===== src/cluster_periph_pkg.sv =====
/*
  Shared widths, register map and metric encoding of the cluster peripheral.
  The address map is sized for MAX_COUNTERS; a design must not exceed it.
*/
package cluster_periph_pkg;

  typedef logic [7:0]  addr_t;
  typedef logic [31:0] data_t;
  // Counter value, read as a low word and a zero-extended high word.
  typedef logic [47:0] cnt_t;

  localparam int unsigned METRIC_W = 5;
  localparam int unsigned HART_W   = 4;
  localparam int unsigned SEL_HART_LSB = 8;

  typedef enum logic [METRIC_W-1:0] {
    CYCLE          = 5'd0,
    RETIRED_INSTR  = 5'd1,
    RETIRED_LOAD   = 5'd2,
    ISSUE_FPU      = 5'd3,
    TCDM_ACCESSED  = 5'd4,
    TCDM_CONGESTED = 5'd5,
    DMA_BUSY       = 5'd6,
    DMA_AW_DONE    = 5'd7,
    DMA_AW_BW      = 5'd8,
    NONE           = 5'd31
  } metric_e;

  // Per-core events.
  typedef logic [2:0] core_ev_t;
  localparam int unsigned CORE_EV_RETIRED_INSTR = 0;
  localparam int unsigned CORE_EV_RETIRED_LOAD  = 1;
  localparam int unsigned CORE_EV_ISSUE_FPU     = 2;

  // Shared data memory events.
  typedef logic [1:0] tcdm_ev_t;
  localparam int unsigned TCDM_EV_ACCESSED  = 0;
  localparam int unsigned TCDM_EV_CONGESTED = 1;

  // DMA events: busy, aw_done, aw_len and aw_size.
  typedef logic [11:0] dma_ev_t;
  localparam int unsigned DMA_EV_BUSY     = 11;
  localparam int unsigned DMA_EV_AW_DONE  = 10;
  localparam int unsigned DMA_EV_LEN_LSB  = 2;
  localparam int unsigned DMA_EV_LEN_W    = 8;
  localparam int unsigned DMA_EV_SIZE_LSB = 0;
  localparam int unsigned DMA_EV_SIZE_W   = 2;

  localparam int unsigned MAX_COUNTERS = 8;

  // Register map: 0x00, 0x20, 0x40, 0x80, 0x84 and 0x88.
  localparam addr_t ADDR_CNT_EN_BASE = 8'h00;
  localparam addr_t ADDR_SEL_BASE    = addr_t'(ADDR_CNT_EN_BASE + 4 * MAX_COUNTERS);
  localparam addr_t ADDR_CNT_BASE    = addr_t'(ADDR_SEL_BASE + 4 * MAX_COUNTERS);
  localparam addr_t ADDR_CLINT_SET   = addr_t'(ADDR_CNT_BASE + 8 * MAX_COUNTERS);
  localparam addr_t ADDR_CLINT_CLEAR = addr_t'(ADDR_CLINT_SET + 4);
  localparam addr_t ADDR_PREFETCH    = addr_t'(ADDR_CLINT_CLEAR + 4);

  // Metrics tracked right after reset.
  localparam int unsigned NR_RST_METRICS = 4;
  localparam metric_e RST_METRICS [NR_RST_METRICS] = '{
    CYCLE,
    RETIRED_INSTR,
    TCDM_ACCESSED,
    DMA_BUSY
  };

  // Counters beyond the table count cycles.
  function automatic metric_e rst_metric(input int unsigned idx);
    if (idx < NR_RST_METRICS) begin
      return RST_METRICS[idx];
    end
    return CYCLE;
  endfunction

endpackage


===== src/cluster_periph_if.sv =====
/*
  Decoded write strobes and write data from the register decoder.
  Strobes are single-cycle levels that follow the bus request.
*/
`timescale 1ns/1ps

interface cluster_periph_if #(
  parameter int unsigned NR_COUNTERS = 4
);

  logic [NR_COUNTERS-1:0] sel_we;
  logic [NR_COUNTERS-1:0] cnt_we;
  logic [NR_COUNTERS-1:0] en_we;
  logic                   clint_set_we;
  logic                   clint_clr_we;
  logic                   prefetch_we;
  cluster_periph_pkg::data_t wdata;

  modport decoder (
    output sel_we,
    output cnt_we,
    output en_we,
    output clint_set_we,
    output clint_clr_we,
    output prefetch_we,
    output wdata
  );

  modport sink (
    input sel_we,
    input cnt_we,
    input en_we,
    input clint_set_we,
    input clint_clr_we,
    input prefetch_we,
    input wdata
  );

endinterface


===== src/event_sample.sv =====
/*
  One register stage on the memory and DMA events.
  Counters see these events one cycle late.
*/
`timescale 1ns/1ps

module event_sample (
  input  logic                        clk_i,
  input  logic                        rst_n_i,
  input  cluster_periph_pkg::tcdm_ev_t tcdm_ev_i,
  input  cluster_periph_pkg::dma_ev_t  dma_ev_i,
  output cluster_periph_pkg::tcdm_ev_t tcdm_ev_o,
  output cluster_periph_pkg::dma_ev_t  dma_ev_o
);

  cluster_periph_pkg::tcdm_ev_t tcdm_ev_q;
  cluster_periph_pkg::dma_ev_t  dma_ev_q;

  // These events come from far across the cluster.
  always_ff @(posedge clk_i) begin
    if (!rst_n_i) begin
      tcdm_ev_q <= '0;
      dma_ev_q  <= '0;
    end else begin
      tcdm_ev_q <= tcdm_ev_i;
      dma_ev_q  <= dma_ev_i;
    end
  end

  assign tcdm_ev_o = tcdm_ev_q;
  assign dma_ev_o  = dma_ev_q;

endmodule


===== src/reg_decode.sv =====
/*
  Register bus decoder. Writes act at the next edge, reads are combinational.
  Address bits 1:0 are ignored; unmapped words read zero and drop writes.
  NR_COUNTERS must not exceed MAX_COUNTERS.
*/
`timescale 1ns/1ps

module reg_decode #(
  parameter int unsigned NR_COUNTERS = 4
) (
  input  logic                        req_i,
  input  logic                        we_i,
  input  cluster_periph_pkg::addr_t   addr_i,
  input  cluster_periph_pkg::data_t   wdata_i,
  output cluster_periph_pkg::data_t   rdata_o,
  cluster_periph_if.decoder           bus,
  input  cluster_periph_pkg::cnt_t    [NR_COUNTERS-1:0] cnt_val_i,
  input  cluster_periph_pkg::data_t   [NR_COUNTERS-1:0] sel_val_i,
  input  logic                        [NR_COUNTERS-1:0] en_val_i,
  input  cluster_periph_pkg::data_t   irq_i,
  input  logic                        prefetch_i
);

  logic                      wr;
  logic                      rd;
  cluster_periph_pkg::addr_t word_addr;
  cluster_periph_pkg::addr_t pair_addr;
  logic [NR_COUNTERS-1:0]    en_hit;
  logic [NR_COUNTERS-1:0]    sel_hit;
  logic [NR_COUNTERS-1:0]    cnt_hit;
  logic                      clint_set_hit;
  logic                      clint_clr_hit;
  logic                      prefetch_hit;

  assign wr = req_i & we_i;
  assign rd = req_i & ~we_i;

  assign word_addr = {addr_i[7:2], 2'b00};
  // Each counter value spans two words.
  assign pair_addr = {addr_i[7:3], 3'b000};

  always_comb begin
    for (int unsigned i = 0; i < NR_COUNTERS; i++) begin
      en_hit[i]  = word_addr == cluster_periph_pkg::addr_t'(
                   cluster_periph_pkg::ADDR_CNT_EN_BASE + 4 * i);
      sel_hit[i] = word_addr == cluster_periph_pkg::addr_t'(
                   cluster_periph_pkg::ADDR_SEL_BASE + 4 * i);
      cnt_hit[i] = pair_addr == cluster_periph_pkg::addr_t'(
                   cluster_periph_pkg::ADDR_CNT_BASE + 8 * i);
    end
  end

  assign clint_set_hit = word_addr == cluster_periph_pkg::ADDR_CLINT_SET;
  assign clint_clr_hit = word_addr == cluster_periph_pkg::ADDR_CLINT_CLEAR;
  assign prefetch_hit  = word_addr == cluster_periph_pkg::ADDR_PREFETCH;

  // Write strobes.
  assign bus.en_we        = {NR_COUNTERS{wr}} & en_hit;
  assign bus.sel_we       = {NR_COUNTERS{wr}} & sel_hit;
  assign bus.cnt_we       = {NR_COUNTERS{wr}} & cnt_hit;
  assign bus.clint_set_we = wr & clint_set_hit;
  assign bus.clint_clr_we = wr & clint_clr_hit;
  assign bus.prefetch_we  = wr & prefetch_hit;
  assign bus.wdata        = wdata_i;

  // Read mux.
  always_comb begin
    rdata_o = '0;
    if (rd) begin
      for (int unsigned i = 0; i < NR_COUNTERS; i++) begin
        if (en_hit[i]) begin
          rdata_o = cluster_periph_pkg::data_t'(en_val_i[i]);
        end
        if (sel_hit[i]) begin
          rdata_o = sel_val_i[i];
        end
        if (cnt_hit[i]) begin
          // High word carries bits 47:32, zero-extended.
          rdata_o = addr_i[2] ? cluster_periph_pkg::data_t'(cnt_val_i[i][47:32])
                              : cnt_val_i[i][31:0];
        end
      end
      if (clint_set_hit || clint_clr_hit) begin
        rdata_o = irq_i;
      end
      if (prefetch_hit) begin
        rdata_o = cluster_periph_pkg::data_t'(prefetch_i);
      end
    end
  end

endmodule


===== src/perf_counter.sv =====
/*
  One 48-bit performance counter with metric and hart select.
  Memory and DMA events are cluster-wide and ignore the hart select.
  A hart select at or above NR_CORES counts no core events.
*/
`timescale 1ns/1ps

module perf_counter #(
  parameter int unsigned NR_CORES = 4,
  parameter int unsigned IDX      = 0
) (
  input  logic                                         clk_i,
  input  logic                                         rst_n_i,
  input  cluster_periph_pkg::core_ev_t [NR_CORES-1:0]  core_ev_i,
  input  cluster_periph_pkg::tcdm_ev_t                 tcdm_ev_i,
  input  cluster_periph_pkg::dma_ev_t                  dma_ev_i,
  input  logic                                         sel_we_i,
  input  logic                                         cnt_we_i,
  input  logic                                         en_we_i,
  input  cluster_periph_pkg::data_t                    wdata_i,
  output cluster_periph_pkg::cnt_t                     cnt_o,
  output cluster_periph_pkg::data_t                    sel_o,
  output logic                                         en_o
);

  localparam cluster_periph_pkg::metric_e RST_METRIC = cluster_periph_pkg::rst_metric(IDX);
  localparam int unsigned HART_W = cluster_periph_pkg::HART_W;

  cluster_periph_pkg::metric_e  metric_q;
  logic [HART_W-1:0]            hart_q;
  logic                         en_q;
  cluster_periph_pkg::cnt_t     cnt_q;
  cluster_periph_pkg::core_ev_t core_sel;
  cluster_periph_pkg::cnt_t     aw_bytes;
  cluster_periph_pkg::cnt_t     inc;

  assign core_sel = (hart_q < NR_CORES) ? core_ev_i[hart_q] : '0;

  // Burst bytes are (len + 1) beats of 2**size bytes.
  assign aw_bytes = (cluster_periph_pkg::cnt_t'(
                      dma_ev_i[cluster_periph_pkg::DMA_EV_LEN_LSB +:
                               cluster_periph_pkg::DMA_EV_LEN_W]) + 48'd1)
                    << dma_ev_i[cluster_periph_pkg::DMA_EV_SIZE_LSB +:
                                cluster_periph_pkg::DMA_EV_SIZE_W];

  always_comb begin
    inc = '0;
    case (metric_q)
      cluster_periph_pkg::CYCLE:
        inc = 48'd1;
      cluster_periph_pkg::RETIRED_INSTR:
        inc = 48'(core_sel[cluster_periph_pkg::CORE_EV_RETIRED_INSTR]);
      cluster_periph_pkg::RETIRED_LOAD:
        inc = 48'(core_sel[cluster_periph_pkg::CORE_EV_RETIRED_LOAD]);
      cluster_periph_pkg::ISSUE_FPU:
        inc = 48'(core_sel[cluster_periph_pkg::CORE_EV_ISSUE_FPU]);
      cluster_periph_pkg::TCDM_ACCESSED:
        inc = 48'(tcdm_ev_i[cluster_periph_pkg::TCDM_EV_ACCESSED]);
      cluster_periph_pkg::TCDM_CONGESTED:
        inc = 48'(tcdm_ev_i[cluster_periph_pkg::TCDM_EV_CONGESTED]);
      cluster_periph_pkg::DMA_BUSY:
        inc = 48'(dma_ev_i[cluster_periph_pkg::DMA_EV_BUSY]);
      cluster_periph_pkg::DMA_AW_DONE:
        inc = 48'(dma_ev_i[cluster_periph_pkg::DMA_EV_AW_DONE]);
      cluster_periph_pkg::DMA_AW_BW: begin
        // Bytes only count when the write burst completes.
        if (dma_ev_i[cluster_periph_pkg::DMA_EV_AW_DONE]) begin
          inc = aw_bytes;
        end
      end
      default:
        inc = '0;
    endcase
  end

  // Selection and enable registers.
  always_ff @(posedge clk_i) begin
    if (!rst_n_i) begin
      metric_q <= RST_METRIC;
      hart_q   <= '0;
      en_q     <= 1'b1;
    end else begin
      if (sel_we_i) begin
        metric_q <= cluster_periph_pkg::metric_e'(
                      wdata_i[cluster_periph_pkg::METRIC_W-1:0]);
        hart_q   <= wdata_i[cluster_periph_pkg::SEL_HART_LSB +: HART_W];
      end
      if (en_we_i) begin
        en_q <= wdata_i[0];
      end
    end
  end

  // A write clears the count, only while enabled.
  always_ff @(posedge clk_i) begin
    if (!rst_n_i) begin
      cnt_q <= '0;
    end else if (en_q) begin
      if (cnt_we_i) begin
        cnt_q <= '0;
      end else begin
        cnt_q <= cnt_q + inc;
      end
    end
  end

  assign cnt_o = cnt_q;
  assign sel_o = {20'd0, hart_q, 3'd0, metric_q};
  assign en_o  = en_q;

endmodule


===== src/wakeup_ctrl.sv =====
/*
  Cluster wake-up bits with set and clear writes, and the prefetch enable.
  Set wins over clear; only the low NR_CORES data bits are used.
*/
`timescale 1ns/1ps

module wakeup_ctrl #(
  parameter int unsigned NR_CORES = 4
) (
  input  logic                clk_i,
  input  logic                rst_n_i,
  cluster_periph_if.sink      bus,
  output logic [NR_CORES-1:0] irq_o,
  output logic                prefetch_en_o
);

  logic [NR_CORES-1:0] irq_q;
  logic                prefetch_q;

  always_ff @(posedge clk_i) begin
    if (!rst_n_i) begin
      irq_q      <= '0;
      prefetch_q <= 1'b1;
    end else begin
      if (bus.clint_set_we) begin
        irq_q <= irq_q | bus.wdata[NR_CORES-1:0];
      end else if (bus.clint_clr_we) begin
        irq_q <= irq_q & ~bus.wdata[NR_CORES-1:0];
      end
      if (bus.prefetch_we) begin
        prefetch_q <= bus.wdata[0];
      end
    end
  end

  assign irq_o         = irq_q;
  assign prefetch_en_o = prefetch_q;

endmodule


===== src/cluster_periph.sv =====
/*
  Cluster peripheral top: performance counters, wake-up and prefetch enable.
  Reads are combinational; there is no back-pressure on the bus.
  NR_COUNTERS must not exceed MAX_COUNTERS.
*/
`timescale 1ns/1ps

module cluster_periph #(
  parameter int unsigned NR_CORES    = 4,
  parameter int unsigned NR_COUNTERS = 4
) (
  input  logic                                        clk_i,
  input  logic                                        rst_n_i,
  input  logic                                        req_i,
  input  logic                                        we_i,
  input  cluster_periph_pkg::addr_t                   addr_i,
  input  cluster_periph_pkg::data_t                   wdata_i,
  output cluster_periph_pkg::data_t                   rdata_o,
  input  cluster_periph_pkg::core_ev_t [NR_CORES-1:0] core_ev_i,
  input  cluster_periph_pkg::tcdm_ev_t                tcdm_ev_i,
  input  cluster_periph_pkg::dma_ev_t                 dma_ev_i,
  output logic [NR_CORES-1:0]                         irq_o,
  output logic                                        prefetch_en_o
);

  cluster_periph_pkg::tcdm_ev_t                  tcdm_ev_q;
  cluster_periph_pkg::dma_ev_t                   dma_ev_q;
  cluster_periph_pkg::cnt_t  [NR_COUNTERS-1:0]   cnt_val;
  cluster_periph_pkg::data_t [NR_COUNTERS-1:0]   sel_val;
  logic                      [NR_COUNTERS-1:0]   en_val;

  cluster_periph_if #(.NR_COUNTERS(NR_COUNTERS)) bus ();

  event_sample i_event_sample (
    .clk_i     (clk_i),
    .rst_n_i   (rst_n_i),
    .tcdm_ev_i (tcdm_ev_i),
    .dma_ev_i  (dma_ev_i),
    .tcdm_ev_o (tcdm_ev_q),
    .dma_ev_o  (dma_ev_q)
  );

  reg_decode #(
    .NR_COUNTERS (NR_COUNTERS)
  ) i_reg_decode (
    .req_i      (req_i),
    .we_i       (we_i),
    .addr_i     (addr_i),
    .wdata_i    (wdata_i),
    .rdata_o    (rdata_o),
    .bus        (bus),
    .cnt_val_i  (cnt_val),
    .sel_val_i  (sel_val),
    .en_val_i   (en_val),
    .irq_i      (cluster_periph_pkg::data_t'(irq_o)),
    .prefetch_i (prefetch_en_o)
  );

  for (genvar i = 0; i < NR_COUNTERS; i++) begin : gen_cnt
    perf_counter #(
      .NR_CORES (NR_CORES),
      .IDX      (i)
    ) i_perf_counter (
      .clk_i     (clk_i),
      .rst_n_i   (rst_n_i),
      .core_ev_i (core_ev_i),
      .tcdm_ev_i (tcdm_ev_q),
      .dma_ev_i  (dma_ev_q),
      .sel_we_i  (bus.sel_we[i]),
      .cnt_we_i  (bus.cnt_we[i]),
      .en_we_i   (bus.en_we[i]),
      .wdata_i   (bus.wdata),
      .cnt_o     (cnt_val[i]),
      .sel_o     (sel_val[i]),
      .en_o      (en_val[i])
    );
  end

  wakeup_ctrl #(
    .NR_CORES (NR_CORES)
  ) i_wakeup_ctrl (
    .clk_i         (clk_i),
    .rst_n_i       (rst_n_i),
    .bus           (bus),
    .irq_o         (irq_o),
    .prefetch_en_o (prefetch_en_o)
  );

endmodule


===== config.mk =====
export PLATFORM = sky130hd
export DESIGN_NAME = cluster_periph
export DESIGN_NICKNAME = d
export VERILOG_FILES = /design/src/cluster_periph_pkg.sv /design/src/cluster_periph_if.sv /design/src/event_sample.sv /design/src/reg_decode.sv /design/src/perf_counter.sv /design/src/wakeup_ctrl.sv /design/src/cluster_periph.sv
export SDC_FILE = /design/constraint.sdc
export NUM_CORES = 1
export LEC_CHECK = 0
export BUFFER_PORTS_ARGS = -buffer_cell sky130_fd_sc_hd__buf_2
export CORE_MARGIN = 2
export CORE_UTILIZATION = 35
export CTS_BUF_LIST = sky130_fd_sc_hd__clkbuf_8
export CTS_CLUSTER_SIZE = 16
export DETAILED_ROUTE_END_ITERATION = 7
export PLACE_DENSITY_LB_ADDON = 0.08
export SYNTH_ARGS = -nofsm -noshare
export SYNTH_HDL_FRONTEND = slang
export SYNTH_SLANG_ARGS = --single-unit

===== constraint.sdc =====
create_clock -name clk_i -period 3.8 [get_ports clk_i]
set_input_delay 0.76 -clock clk_i [delete_from_list [all_inputs] [get_ports clk_i]]
set_output_delay 0.76 -clock clk_i [all_outputs]
set_load 0.03 [all_outputs]

### Word level (Yosys, flattened, before mapping)

Index checks and enable logic that the tools add are counted.

* input port bits: 70
* output and inout bits: 37
* word-level logic and storage cells: 141
* register bits: 251

* magnitude comparators: 8
* reduce and logical (&&, ||, !) cells: 7
* shift-type cells: 1
* bitwise operators: 12
* $add $sub $neg: 5
* eq/ne operators: 46
* mux-type cells: 42

Operator list (number)
* case mux 48 bit (9 select lines): 4
* two-way mux 32 bit: 17
* two-way mux 48 bit: 5
* adder 48 bit: 4
* == test 5 x 3 -> 1 bit, second input constant: 16
* << shifter 48 x 2 -> 48 bit: 1
* == test 5 x 2 -> 1 bit, second input constant: 8
* == test 5 x 4 -> 1 bit, second input constant: 8
* less-than comparator 4 x 3 -> 1 bit, second input constant: 8
* binary-select mux 3 bit (select 2 bit): 4
* == test 6 x 4 -> 1 bit, second input constant: 4
* two-way mux 3 bit: 8
* == test 5 x 1 -> 1 bit, second input constant: 4
* zero test 5 bit: 4
* == test 6 bit, second input constant: 3
* AND 4 bit: 4
* == test 6 x 2 -> 1 bit, second input constant: 2
* two-way mux 12 bit: 1
* adder 8 x 1 -> 9 bit, second input constant: 1
* zero test 8 bit: 1
* two-way mux 4 bit: 2
* == test 6 x 1 -> 1 bit, second input constant: 1
* AND 1 bit: 5
* NOT 4 bit: 1
* other kinds (5): 5

### Longest topological paths before layout

* word-level depth: 16
* depth in mapped cells: 18

### Hierarchy

A second synthesis with hierarchy kept.

* cell total of the unflattened synthesis: 2431
* area total of the unflattened synthesis: 19548.7 um2

By module, submodules not included
* perf_counter (gen_cnt[1].i_perf_counter): sequential area each 1161.1 um2, cells an instance 509, times used 1, area an instance 4015.1 um2
* perf_counter (gen_cnt[2].i_perf_counter): sequential area each 1161.1 um2, cells an instance 509, times used 1, area an instance 4012.6 um2
* perf_counter (gen_cnt[0].i_perf_counter): sequential area each 1161.1 um2, cells an instance 489, times used 1, area an instance 4003.8 um2
* perf_counter (gen_cnt[3].i_perf_counter): sequential area each 1161.1 um2, cells an instance 504, times used 1, area an instance 3998.8 um2
* reg_decode: sequential area each 0.0 um2, cells an instance 370, times used 1, area an instance 2922.8 um2
* event_sample: sequential area each 280.3 um2, cells an instance 29, times used 1, area an instance 391.6 um2
* wakeup_ctrl: sequential area each 100.1 um2, cells an instance 20, times used 1, area an instance 200.2 um2
* cluster_periph: sequential area each 0.0 um2, cells an instance 1, times used 1, area an instance 3.8 um2

### Least setup slack after synthesis

No wires, ideal clock.

* path kind: input -> register
* start point: input port core_ev_i[9] in the netlist's numbering
* end point: register gen_cnt[1].i_perf_counter.cnt_q[20]
* setup time: 0.070 ns
* stages on the path: 15
* arrival: 3.820 ns
* path slack: -0.091 ns
* cell sequence: mux4_2 -> mux2i_1 -> a2111oi_0 -> o31ai_1 -> o32ai_1 -> ha_1 -> inv_1 -> fa_1 -> nor2b_1 -> o211ai_1 -> a211oi_1 -> o211ai_1 -> clkbuf_1 -> or3_1 -> a21oi_1

* longest elaborated chain between the ends: 6

Ends and longest elaborated chain
* start: declaration: RTL line cluster_periph.sv:19 `input cluster_periph_pkg::core_ev_t [NR_CORES-1:0] core_ev_i,`
* binary-select mux 3 bit (select 2 bit): RTL line perf_counter.sv:37 `assign core_sel = (hart_q < NR_CORES) ? core_ev_i[hart_q] : '0;`
* two-way mux 3 bit (not written as such): RTL line perf_counter.sv:37
* two-way mux 3 bit: RTL line perf_counter.sv:37
* case mux 48 bit (9 select lines): RTL line perf_counter.sv:48 `case (metric_q)`
* adder 48 bit: RTL line perf_counter.sv:102 `cnt_q <= cnt_q + inc;`
* two-way mux 48 bit: RTL line perf_counter.sv:99 `if (cnt_we_i) begin`
* end signal: assignment: RTL line perf_counter.sv:102
* end: declaration: RTL line perf_counter.sv:32 `cluster_periph_pkg::cnt_t cnt_q;`

Every way passes these cells. The select of a mux whose other input is x is not followed.
A chain may end at the register's enable or synchronous reset.

### Worst setup path after layout

* start point: register gen_cnt[1].i_perf_counter.hart_q[0]
* end point: register gen_cnt[1].i_perf_counter.cnt_q[28]

* longest elaborated chain between the ends: 6

Ends and longest elaborated chain
* start: declaration: RTL line perf_counter.sv:30 `logic [HART_W-1:0] hart_q;`
* start signal: assignment: RTL line perf_counter.sv:86 `hart_q <= wdata_i[cluster_periph_pkg::SEL_HART_LSB +: HART_W];`
* branches (longest 2 deep; another with less-than comparator 4 x 3 -> 1 bit)
* two-way mux 3 bit *: RTL line perf_counter.sv:37
* case mux 48 bit (9 select lines) *: RTL line perf_counter.sv:48
* adder 48 bit *: RTL line perf_counter.sv:102
* two-way mux 48 bit *: RTL line perf_counter.sv:99

Mark *: on every way between the ends. The select of a mux whose other input is x is not followed.

==> out/results.ini <==
[sta]
setup_violations=0
timing.hold.ws_ns=0.323
tns_ns=0
max_slew.worst_pin.slew_ns=0.962
slew_viol_final=0
max_freq_mhz=265
timing.final.crit_share_pct=99.4
fin_worst_skew_ns=0.0331
final-hold-violation-count=0
max-slew-margin-rel_pct=35.5
rsz0062_at_grt=true
period_needed_ns=3.78

[cells_and_area]
fillers=4734
seq_area_sq_um=5040
fin_area_sq_um=19900
areaGrowthSynthToFinish_pct=20.4
multi_input_area_sq_um=11000
final_util_pct=42.7
drive_gt1_share_pct=20.3
final_cell_mix=245 x dfxtp_1, 217 x nor2_1, 188 x nand2_1
final_nets=2323
layout.cells.non_filler=2841
final_common_cell=dfxtp_1

[clock_network]
cts.path.max_buffers=3
cts_buffers=50
clk_latency_ns=0.66
cts_hold_buffers=0
cts_sinks=251
ctsRootBufferMaster=clkbuf_8
htree_levels=2
clk_pin_slew_ns=0.06
cts_tree=yes

[worst_setup_path]
crit_path_start_kind=flop
r2r-end=gen_cnt[1].i_perf_counter.cnt_o[28]$_SDFFE_PN0P_
path_max_fanout=6
rrSetupSlack_ns=0.02
critical_path_class=flop to flop
reg2regPathDepth=16
end_kind=flop
cp_data_required_time_ns=4.39
crit_path_start=gen_cnt[1].i_perf_counter.hart_q[0]$_SDFFE_PN0P_
crit_end=gen_cnt[1].i_perf_counter.cnt_o[28]$_SDFFE_PN0P_
reg2reg_from=gen_cnt[1].i_perf_counter.hart_q[0]$_SDFFE_PN0P_
arrival_ns=4.37

[route]
drt_iter0_drc=1340
via_count=16500
drtPass1Iterations=7
vias_per_cell=5.81
antenna_left=0
wl_per_cell_um=21.6
wl_met2_um=27200
routed_wl_um=61200
route.detailed.drc=0
drt-met1-wl_um=27900
top_layer=met4
dr_wl_met3_um=4420

[logic_synthesis]
netlist.area_leader.share_pct=30.5
synthFlopType=dfxtp_1
yosysTopAreaCell=dfxtp_1
async_flop_share_pct=0
synthTopCellsByArea=dfxtp_1 30%, nor2_1 4.9%, mux4_2 4.6%, a21oi_1 4.6%, nand2_1 4.3%
ys_ff_latch=251
synth_adder_area_share_pct=4.20
synth_cells=2028
synth_compound_area_share_pct=23.0
synthXorXnorAreaFrac_pct=2.71
synthMuxAreaShare_pct=9.44
synth-simple-area-share_pct=25.5
postSynthAreaPerCell_sq_um=8.13
synth.distinct_cells=94
netlist_area_sq_um=16500
yosysWarnings=0
synth-edff-count=0
ys_seq_area_share_pct=30.5
synth_nets=2151
synth_top_family_by_area=simple AND/OR/NAND/NOR gates

[floorplanning]
std_cell_rows=79
dieArea_sq_um=48900
design.core.area_sq_um=46600
die_h_um=221
ios=107
initial_core_util_pct=35.4
die_w_um=221

[grt]
overflow=0
grt_first_pass_wirelength_um=93000
grt_pass1_vias=15700
grt_antenna_before_repair=3
grt_max_degree=56
grt_use_total_pct=24.3

[placed_design]
dpl_cell_area_sq_um=18500
gp_congestion=0.909
detailed_place_hpwl_um=45700
port_buffers=81
placedCellCount=2744

[run_status]
status=complete, no violations

[flow_run]
cap_violations=0

[min_path]
hp-class=primary input to flop

[power]
p_leak_nw=7.31
ir_worst_vdd_mv=0.192
power_density_nw_per_um2=307

logic make-up after synthesis:
logic type | after synthesis
compound gates | 561
fa+ha+maj | 53
xor+xnor | 51
mux | 108
buf+inv | 179
simple gates | 825
flops | 251
synth_stat cells, types with 8 or more instances:
| library cell | count |
|---|---|
| a2111o_1 | 20 |
| a211oi_1 | 14 |
| a21boi_0 | 10 |
| a21o_1 | 14 |
| a21oi_1 | 151 |
| a222oi_1 | 16 |
| a22o_1 | 14 |
| a22oi_1 | 28 |
| a311oi_1 | 8 |
| a31oi_1 | 11 |
| a32oi_1 | 9 |
| and2_1 | 33 |
| and3_1 | 29 |
| and4_1 | 9 |
| buf_2 | 32 |
| clkbuf_1 | 80 |
| dfxtp_1 | 251 |
| ha_1 | 49 |
| inv_1 | 55 |
| mux2_2 | 14 |
| mux2i_1 | 58 |
| mux4_2 | 34 |
| nand2_1 | 191 |
| nand2b_1 | 21 |
| nand3_1 | 91 |
| nand4_1 | 46 |
| nor2_1 | 217 |
| nor2b_1 | 22 |
| nor3_1 | 23 |
| nor4_1 | 8 |
| o211ai_1 | 33 |
| o21a_1 | 20 |
| o21ai_0 | 107 |
| o31ai_1 | 36 |
| or2_2 | 9 |
| or3_1 | 38 |
| or4_1 | 52 |
| xnor2_1 | 29 |
| xor2_1 | 22 |
registers in the layout, indices dropped and copies added (netlist names), named ones only:
| register | cells |
|---|---|
| gen_cnt.i_perf_counter.cnt_o | 192 |
| i_event_sample.dma_ev_o | 12 |
| i_event_sample.tcdm_ev_o | 2 |
| gen_cnt.i_perf_counter.metric_q | 20 |
| gen_cnt.i_perf_counter.hart_q | 16 |
| i_wakeup_ctrl.prefetch_en_o | 1 |
| gen_cnt.i_perf_counter.en_o | 4 |
worst min-delay path by stage:
stage	startpoint	endpoint	slack (ns)	depth (start not counted)
detailed placement	gen_cnt[1].i_perf_counter.cnt_o[47]$_SDFFE_PN0P_	gen_cnt[1].i_perf_counter.cnt_o[47]$_SDFFE_PN0P_	0.46	2
CTS	dma_ev_i[8]	i_event_sample.dma_ev_o[8]$_SDFF_PN0_	0.28	2
floorplan	gen_cnt[1].i_perf_counter.cnt_o[47]$_SDFFE_PN0P_	gen_cnt[1].i_perf_counter.cnt_o[47]$_SDFFE_PN0P_	0.44	2
global placement	gen_cnt[1].i_perf_counter.cnt_o[47]$_SDFFE_PN0P_	gen_cnt[1].i_perf_counter.cnt_o[47]$_SDFFE_PN0P_	0.46	2
finish	dma_ev_i[11]	i_event_sample.dma_ev_o[11]$_SDFF_PN0_	0.32	2
global route	dma_ev_i[9]	i_event_sample.dma_ev_o[9]$_SDFF_PN0_	0.29	2
metal layers:
metal | track usage [%] | up-vias
met5 | 0 | -
met4 | 8.08 | 0
met3 | 5.19 | 100
met2 | 37.9 | 476
met1 | 33.4 | 7920
li1 | - | 8000
stage by stage:
step / setup slack [ns] / power (W)
6_report: 0.0235 / 0.00609
5_1_grt: -0.126 / 0.00631
4_1_cts: -0.00242 / 0.00616
3_5_place_dp: -0.560 / 0.00313
3_3_place_gp: -0.542 / 0.00313
2_1_floorplan: 0.00684 / 0.00295
layout make-up:
cell class / count / share of cell area, %
clock inverters: 19 / 0.812
flip-flops and latches: 251 / 25.4
inverters: 56 / 1.06
well taps: 607 / 3.82
clock buffers: 65 / 4.50
diodes: 2 / 0.0252
multi-input cells: 1598 / 55.2
repair buffers: 243 / 9.21
where the power goes:
group          switching, W  internal, W  total, W
clock               0.00134      0.00167   0.00300
combinational      0.000263     0.000155  0.000418
sequential        0.0000209      0.00265   0.00267
worst max-delay path, cell delays in order (launching register included):
cell,delay (ns)
dfxtp_4,0.37
mux4_2,0.34
mux2i_2,0.08
a2111oi_2,0.37
o31ai_1,0.13
o32ai_2,0.25
ha_2,0.25
inv_2,0.04
fa_2,0.34
nor2b_2,0.14
o211ai_1,0.13
a211oi_2,0.25
buf_4,0.17
o211ai_1,0.08
buf_4,0.19
or4_1,0.46
a21oi_1,0.13
what timing repair did:
action | 4_1_cts | 5_1_grt
pin swaps | 9 | 35
setup endpoints to repair | 24 | 120
gates resized for setup | 15 | 53
setup buffers | 2 | 7
cloned | 0 | 2
(Power assumes the default switching activity.)
